`src/design/uart_pkg.sv`:
```
package uart_pkg;

  // *************************************************************************
  // Data widths
  // *************************************************************************

  // One byte on the line or at a host port.
  typedef logic [7:0] uart_byte_t;

  // Frame position, start bit 0 through stop bit 9.
  typedef logic [3:0] bit_index_t;

  // *************************************************************************
  // State encodings
  // *************************************************************************

  typedef enum logic [1:0] {
    rx_hunt,        // Waiting for a falling edge.
    rx_start_half,  // Start bit, up to its middle.
    rx_data,        // Eight data samples.
    rx_stop         // Up to the middle of the stop bit.
  } rx_state_t;

  typedef enum logic [1:0] {
    tx_idle,        // Line high, ready for a request.
    tx_send,        // Shifting one frame.
    tx_ack_wait     // Frame done, request still up.
  } tx_state_t;

endpackage

```
`src/design/rx_fifo.sv`:
```
`timescale 1ns/100ps

module rx_fifo #(
  parameter int FIFO_DEPTH = 4
) (
  input  logic                 clk,
  input  logic                 reset,
  input  uart_pkg::uart_byte_t push_data_i,
  input  logic                 push_i,
  input  logic                 rd_req_i,
  output logic                 rd_ack_o,
  output uart_pkg::uart_byte_t rd_data_o,
  output logic                 overrun_o
);
  import uart_pkg::*;

  localparam int ADDR_W = $clog2(FIFO_DEPTH);

  uart_byte_t        mem_q [FIFO_DEPTH];
  logic [ADDR_W:0]   wr_ptr_q;  // Extra bit tells full from empty.
  logic [ADDR_W:0]   rd_ptr_q;
  logic              empty;
  logic              full;
  logic              pop;
  logic              rd_ack_q;
  uart_byte_t        rd_data_q;
  logic              overrun_q;

  assign empty = (wr_ptr_q == rd_ptr_q);
  assign full  = (wr_ptr_q[ADDR_W] != rd_ptr_q[ADDR_W]) &&
                 (wr_ptr_q[ADDR_W-1:0] == rd_ptr_q[ADDR_W-1:0]);

  // New request phase with data available.
  assign pop = rd_req_i && !rd_ack_q && !empty;

  // *************************************************************************
  // Push side
  // *************************************************************************

  always_ff @(posedge clk) begin
    if (push_i && !full) begin
      mem_q[wr_ptr_q[ADDR_W-1:0]] <= push_data_i;
    end
  end

  always_ff @(posedge clk) begin
    if (reset) begin
      wr_ptr_q  <= '0;
      overrun_q <= 1'b0;
    end else if (push_i) begin
      if (full) begin
        overrun_q <= 1'b1;  // Byte lost, sticky.
      end else begin
        wr_ptr_q <= wr_ptr_q + 1'b1;
      end
    end
  end

  // *************************************************************************
  // Four-phase pop side
  // *************************************************************************

  always_ff @(posedge clk) begin
    if (reset) begin
      rd_ptr_q <= '0;
      rd_ack_q <= 1'b0;
    end else if (pop) begin
      rd_ptr_q <= rd_ptr_q + 1'b1;
      rd_ack_q <= 1'b1;
    end else if (rd_ack_q && !rd_req_i) begin
      rd_ack_q <= 1'b0;
    end
  end

  // Held through the acknowledge phase.
  always_ff @(posedge clk) begin
    if (pop) begin
      rd_data_q <= mem_q[rd_ptr_q[ADDR_W-1:0]];
    end
  end

  assign rd_ack_o  = rd_ack_q;
  assign rd_data_o = rd_data_q;
  assign overrun_o = overrun_q;

  ack_needs_req: assert property (@(posedge clk) disable iff (reset)
    (!rd_ack_o && !rd_req_i) |=> !rd_ack_o)
    else $error("rx_fifo: rd_ack_o rose without a read request");

endmodule

```
`src/design/uart_bridge.sv`:
```
`timescale 1ns/100ps

module uart_bridge #(
  parameter int CLOCK_RATE = 1_600_000,
  parameter int BAUD       = 100_000,
  parameter int FIFO_DEPTH = 4
) (
  input  logic                 clk,
  input  logic                 reset,
  input  logic                 serial_i,
  output logic                 serial_o,
  input  logic                 rd_req_i,
  output logic                 rd_ack_o,
  output uart_pkg::uart_byte_t rd_data_o,
  input  logic                 wr_req_i,
  input  uart_pkg::uart_byte_t wr_data_i,
  output logic                 wr_ack_o,
  output logic                 overrun_o
);
  import uart_pkg::*;

  uart_byte_t rx_data;
  logic       rx_strobe;

  // *************************************************************************
  // Receive path
  // *************************************************************************

  uart_rx #(
    .CLOCK_RATE (CLOCK_RATE),
    .BAUD       (BAUD)
  ) u_rx (
    .clk         (clk),
    .reset       (reset),
    .serial_i    (serial_i),
    .rx_data_o   (rx_data),
    .rx_strobe_o (rx_strobe)
  );

  rx_fifo #(
    .FIFO_DEPTH (FIFO_DEPTH)
  ) u_fifo (
    .clk         (clk),
    .reset       (reset),
    .push_data_i (rx_data),
    .push_i      (rx_strobe),
    .rd_req_i    (rd_req_i),
    .rd_ack_o    (rd_ack_o),
    .rd_data_o   (rd_data_o),
    .overrun_o   (overrun_o)
  );

  // *************************************************************************
  // Transmit path
  // *************************************************************************

  uart_tx #(
    .CLOCK_RATE (CLOCK_RATE),
    .BAUD       (BAUD)
  ) u_tx (
    .clk       (clk),
    .reset     (reset),
    .wr_req_i  (wr_req_i),
    .wr_data_i (wr_data_i),
    .wr_ack_o  (wr_ack_o),
    .serial_o  (serial_o)
  );

endmodule

```
`src/design/uart_rx.sv`:
```
`timescale 1ns/100ps

module uart_rx #(
  parameter int CLOCK_RATE = 1_600_000,
  parameter int BAUD       = 100_000
) (
  input  logic                 clk,
  input  logic                 reset,
  input  logic                 serial_i,
  output uart_pkg::uart_byte_t rx_data_o,
  output logic                 rx_strobe_o
);
  import uart_pkg::*;

  localparam int BIT_PERIOD  = CLOCK_RATE / BAUD;
  localparam int HALF_PERIOD = BIT_PERIOD / 2;
  localparam int CNT_W       = $clog2(BIT_PERIOD);

  logic             sync_meta_q;
  logic             sync_q;
  rx_state_t        state_q;
  logic [CNT_W-1:0] cnt_q;
  bit_index_t       idx_q;
  uart_byte_t       shift_q;
  logic             strobe_q;
  logic             cnt_done;
  logic             sample_en;

  // *************************************************************************
  // Line synchronizer
  // *************************************************************************

  always_ff @(posedge clk) begin
    if (reset) begin
      sync_meta_q <= 1'b1;  // Idle level.
      sync_q      <= 1'b1;
    end else begin
      sync_meta_q <= serial_i;
      sync_q      <= sync_meta_q;
    end
  end

  // *************************************************************************
  // Frame FSM
  // *************************************************************************

  assign cnt_done  = (cnt_q == '0);
  assign sample_en = (state_q == rx_data) && cnt_done;

  always_ff @(posedge clk) begin
    if (reset) begin
      state_q  <= rx_hunt;
      cnt_q    <= '0;
      idx_q    <= '0;
      strobe_q <= 1'b0;
    end else begin
      strobe_q <= 1'b0;
      case (state_q)
        rx_hunt: begin
          if (!sync_q) begin
            cnt_q   <= CNT_W'(HALF_PERIOD - 1);
            idx_q   <= '0;
            state_q <= rx_start_half;
          end
        end
        rx_start_half: begin
          if (!cnt_done) begin
            cnt_q <= cnt_q - 1'b1;
          end else if (sync_q) begin
            state_q <= rx_hunt;  // Glitch, not a start bit.
          end else begin
            cnt_q   <= CNT_W'(BIT_PERIOD - 1);
            idx_q   <= 4'd1;
            state_q <= rx_data;
          end
        end
        rx_data: begin
          if (!cnt_done) begin
            cnt_q <= cnt_q - 1'b1;
          end else begin
            cnt_q <= CNT_W'(BIT_PERIOD - 1);
            idx_q <= idx_q + 1'b1;
            if (idx_q == 4'd8) begin
              strobe_q <= 1'b1;
              state_q  <= rx_stop;
            end
          end
        end
        rx_stop: begin
          // Stop bit is not checked; just wait out its first half.
          if (!cnt_done) begin
            cnt_q <= cnt_q - 1'b1;
          end else begin
            state_q <= rx_hunt;
          end
        end
        default: state_q <= rx_hunt;
      endcase
    end
  end

  // LSB arrives first, so shift in from the top.
  always_ff @(posedge clk) begin
    if (sample_en) begin
      shift_q <= {sync_q, shift_q[7:1]};
    end
  end

  assign rx_data_o   = shift_q;
  assign rx_strobe_o = strobe_q;

  strobe_one_cycle: assert property (@(posedge clk) disable iff (reset)
    rx_strobe_o |=> !rx_strobe_o)
    else $error("uart_rx: byte strobe high on two consecutive cycles");

endmodule

```
`src/design/uart_tx.sv`:
```
`timescale 1ns/100ps

module uart_tx #(
  parameter int CLOCK_RATE = 1_600_000,
  parameter int BAUD       = 100_000
) (
  input  logic                 clk,
  input  logic                 reset,
  input  logic                 wr_req_i,
  input  uart_pkg::uart_byte_t wr_data_i,
  output logic                 wr_ack_o,
  output logic                 serial_o
);
  import uart_pkg::*;

  localparam int BIT_PERIOD = CLOCK_RATE / BAUD;
  localparam int CNT_W      = $clog2(BIT_PERIOD);

  tx_state_t        state_q;
  logic [CNT_W-1:0] cnt_q;
  bit_index_t       idx_q;
  uart_byte_t       shift_q;
  logic             serial_q;
  logic             wr_ack_q;
  logic             accept;

  assign accept = (state_q == tx_idle) && wr_req_i && !wr_ack_q;

  always_ff @(posedge clk) begin
    if (reset) begin
      state_q  <= tx_idle;
      cnt_q    <= '0;
      idx_q    <= '0;
      serial_q <= 1'b1;
      wr_ack_q <= 1'b0;
    end else begin
      if (wr_ack_q && !wr_req_i) begin
        wr_ack_q <= 1'b0;  // Request gone, in any state.
      end
      case (state_q)
        tx_idle: begin
          if (accept) begin
            wr_ack_q <= 1'b1;
            serial_q <= 1'b0;  // Start bit.
            cnt_q    <= CNT_W'(BIT_PERIOD - 1);
            idx_q    <= '0;
            state_q  <= tx_send;
          end
        end
        tx_send: begin
          if (cnt_q != '0) begin
            cnt_q <= cnt_q - 1'b1;
          end else if (idx_q == 4'd9) begin
            // End of stop bit; old handshake may still be open.
            if (wr_ack_q && wr_req_i) begin
              state_q <= tx_ack_wait;
            end else begin
              state_q <= tx_idle;
            end
          end else begin
            cnt_q    <= CNT_W'(BIT_PERIOD - 1);
            idx_q    <= idx_q + 1'b1;
            serial_q <= shift_q[0];  // All ones after data, i.e. stop.
          end
        end
        tx_ack_wait: begin
          if (!wr_req_i) begin
            state_q <= tx_idle;
          end
        end
        default: state_q <= tx_idle;
      endcase
    end
  end

  always_ff @(posedge clk) begin
    if (accept) begin
      shift_q <= wr_data_i;
    end else if (state_q == tx_send && cnt_q == '0) begin
      shift_q <= {1'b1, shift_q[7:1]};
    end
  end

  assign wr_ack_o = wr_ack_q;
  assign serial_o = serial_q;

  idle_line_high: assert property (@(posedge clk) disable iff (reset)
    (state_q == tx_idle) |-> serial_o)
    else $error("uart_tx: line low while idle");

endmodule

```
`config.mk`:
```
export PLATFORM = sky130hd
export DESIGN_NAME = uart_bridge
export DESIGN_NICKNAME = d
export VERILOG_FILES = /design/src/design/uart_pkg.sv /design/src/design/rx_fifo.sv /design/src/design/uart_bridge.sv /design/src/design/uart_rx.sv /design/src/design/uart_tx.sv
export SDC_FILE = /design/constraint.sdc
export NUM_CORES = 1
export LEC_CHECK = 0
export BUFFER_PORTS_ARGS = -buffer_cell sky130_fd_sc_hd__buf_2
export CORE_MARGIN = 8
export CORE_UTILIZATION = 60
export CTS_CLUSTER_SIZE = 25
export DETAILED_ROUTE_END_ITERATION = 8
export GPL_ROUTABILITY_DRIVEN = 1
export GPL_TIMING_DRIVEN = 0
export PLACE_DENSITY = 0.81
export SYNTH_ARGS = -nofsm -noshare
export SYNTH_HDL_FRONTEND = slang
export SYNTH_SLANG_ARGS = --single-unit
```
`constraint.sdc`:
```
create_clock -name clk -period 2 [get_ports clk]
set_input_delay 0.5 -clock clk [delete_from_list [all_inputs] [get_ports clk]]
set_output_delay 0.5 -clock clk [all_outputs]
set_load 0.01 [all_outputs]
```
==> impl_results.md <==
- Largest net degree at the start of global routing: 17
- CP startpoint kind: flip-flop
- Critical path class: flip-flop to flip-flop
- Total Routing Usage GR: 0.149
- Final core utilization: 0.687
- Mapped Area: 0.00383 mm^2
- Buffers on Ports: 23
- Via count: 2300
- Sw Ratio: 0.248
- Area after DPL: 0.00404 mm^2
- TritonCTS clock tree: yes
- WL/cell: 16.1 um
- Crit path from: u_tx.cnt_q[0]
- Synth area leader: edfxtp_1
- Post-synthesis sequential area ratio: 0.612
- WHS: 0.325 ns
- Area delta synth->final: 12.6%
- Routed metal-1 wire length: 2.86 mm
- # rows: 29
- Met2 WL: 3.30 mm
- R2R Path End: u_tx.idx_q[3]
- FFs w/ async S/R, synth: 0
- RR Startpoint: u_tx.cnt_q[0]
- Max frequency: 518 MHz
- Net Count, Synth: 318
- Boundary Pins: 25
- Crit path capture: u_tx.idx_q[3]
- Clock transition at path regs: 0.09 ns
- Reg2Reg Depth: 6
- Clock net sink count: 89
- Final hold vios: 0
- Nets: 356
- Peak supply drop: 0.000488 V
- Power after layout: 3.71 mW
- YS warnings: 0
- Flop pwr share: 0.550
- GR Overflow Total: 0
- CP max FO: 6
- CTS root buffer: clkbuf_8
- Slew @ Worst Pin: 0.612 ns
- Clock skew: 0.00807 ns
- Crit path required time: 2.23 ns
- DR WL met3: 261 um
- Final worst-path cycle share: 0.966
- Drt first pass iters: 4
- Vias/cell: 5.64
- Worst path arrival time: 2.16 ns
- Psw: 0.920 mW
- Diodes inserted: 0
- Initial cell density of the core: 0.610
- Post-synth EDFFs: 56
- Post-layout min period: 1.93 ns
- Highest metal used: met4
- Internal: 2.79 mW
- Worst hold path class: primary input to flip-flop
- DP HPWL: 4.51 mm
- Max Slew Vio Count: 0
- Share of cells above drive strength 1: 0.269
- Most common cell after layout, fill and taps aside: edfxtp_1
- Num CTS Buffers: 9
- Post-Syn Instances: 288
- Remaining antenna violation count: 0
- Slew HR: 0.592
- Max Root-Sink Buffers: 2
- Die X: 95.9 um
- DRC viols: 0
- DRT iter0 DRCs: 118
- Routability-driven placement congestion ratio: 0.768
- First-pass GRT wire length: 10.4 mm
- Cell variety after synth: 53
- Finish-stage setup viols: 0
- Reg2Reg Setup Slack: 0.07 ns
- Die Footprint: 0.00920 mm^2
- TNS Setup: 0 ns
- Syn avg cell area: 13.3 um^2
- Initial antenna violation count: 0
- CTS hold repair buffers: 0
- Core ar.: 0.00628 mm^2
- #FFs+latches synth: 89
- Later-pin clock latency in the skew report: 0.36 ns
- Total wire length: 6.55 mm
- Clk pwr share: 0.333
- Final non-filler cell area: 0.00431 mm^2
- H-tree depth: 3
- Pwr/cell area: 860 mW/mm^2
- Top cells by area, synth: edfxtp_1 (44%), dfxtp_1 (17%), ha_1 (5.6%), mux4_2 (4.7%), a21oi_1 (2.4%)
- Most frequent cells in the layout: edfxtp_1 (56), dfxtp_1 (32), buf_2 (25), nor2_1 (19)
- Die height: 95.9 um
- Yosys top cell area share: 0.439
- Prevailing post-synth register cell: edfxtp_1
- Status: finished clean
- Leak: 1.55 nW
- Maxcap violations: 0
- Crit. End Element: flip-flop
- Vias in the first global route: 2330
- Combinational Power Share: 0.118
what timing repair did:
item / 4_1_cts / 5_1_grt
setup buffers: 0 / 4
resized for setup: 6 / 12
setup endpoints to repair: 42 / 35
pin swaps: 1 / 3
gates cloned: 0 / 0
Yosys cell counts (all sizes together) (2+ instances only):
library cell  instances
edfxtp               56
dfxtp                33
inv                  20
nor2                 19
a21oi                18
ha                   17
o21ai                 9
mux4                  8
mux2                  7
nand2                 6
nor3                  6
xor2                  6
clkbuf                5
nand2b                5
nor2b                 5
a211oi                4
and2                  4
nand3b                4
nor3b                 4
or2                   4
or3b                  4
or4                   4
a221oi                3
buf                   3
mux2i                 3
xnor2                 3
a21o                  2
a2bb2oi               2
nand3                 2
nand4                 2
o211ai                2
o31ai                 2
or3                   2
through the flow:
| stage | setup WS [ns] | instances |
|---|---|---|
| floorplan | 0.188 | 288 |
| global placement | -0.207 | 388 |
| detailed placement | -0.170 | 388 |
| CTS | 0.00639 | 404 |
| global route | -0.0183 | 408 |
| finish | 0.0685 | 408 |
sequential cells by signal (all words and copies together) (netlist names), named ones only:
register	flops
u_fifo.rd_ack_o	1
u_fifo.overrun_o	1
u_rx.state_q	1
u_rx.idx_q	4
u_rx.sync_q	1
u_rx.sync_meta_q	1
u_rx.rx_strobe_o	1
u_fifo.rd_ptr_q	3
u_fifo.rd_data_o	8
u_tx.state_q	2
u_tx.cnt_q	4
u_tx.shift_q	8
u_fifo.mem_q	32
u_tx.idx_q	4
u_rx.cnt_q	4
u_fifo.wr_ptr_q	3
u_tx.wr_ack_o	1
u_tx.serial_o	1
u_rx.rx_data_o	8
worst min path at each step:
stage | to | start | cells after the start
5_1_grt | u_rx.sync_meta_q | serial_i | 2
6_report | u_rx.sync_meta_q | serial_i | 2
3_5_place_dp | u_rx.sync_q | u_rx.sync_meta_q | 1
3_3_place_gp | u_rx.sync_q | u_rx.sync_meta_q | 1
4_1_cts | u_rx.sync_meta_q | serial_i | 2
2_1_floorplan | u_rx.sync_q | u_rx.sync_meta_q | 1
worst max-delay path, cell delays in order (launching register included):
cell	delay [ns]
dfxtp_1	0.33
inv_1	0.09
ha_2	0.23
or3b_4	0.40
or4_4	0.52
xor2_1	0.18
nor3_2	0.05
layout make-up:
| cell class | instances | area, um^2 |
|---|---|---|
| Sequential cell | 89 | 2340 |
| Fill cell | 427 | 1970 |
| Multi-Input combinational cell | 171 | 1420 |
| Timing Repair Buffer | 27 | 145 |
| Clock buffer | 9 | 124 |
| Tap cell | 77 | 96.3 |
| Clock inverter | 7 | 76.3 |
| Inverter | 20 | 75.1 |
| Buffer | 8 | 36.3 |
layer usage:
| layer | GRT usage | vias up |
|---|---|---|
| met5 | 0 | - |
| met4 | 0.0679 | 0 |
| met3 | 0.0445 | 10 |
| met2 | 0.254 | 34 |
| met1 | 0.170 | 1110 |
| li1 | - | 1146 |
cell families after synthesis:
group | synth area share
DFF | 0.612
and+or+nand+nor | 0.116
AOI/OAI and AO/OA | 0.0915
buffers and inverters | 0.0291
muxes | 0.0755
adders and majority gates | 0.0555
xor gates and xnor gates | 0.0206
power groups by stage:
stage | registers, mW | logic, mW | clock network, mW
5_1_grt | 2.05 | 0.485 | 1.34
3_3_place_gp | 2.07 | 0.366 | 0
2_1_floorplan | 2.06 | 0.293 | 0
3_5_place_dp | 2.07 | 0.376 | 0
4_1_cts | 2.03 | 0.386 | 1.25
6_report | 2.04 | 0.436 | 1.23
Power figures use the tool's default switching activity.
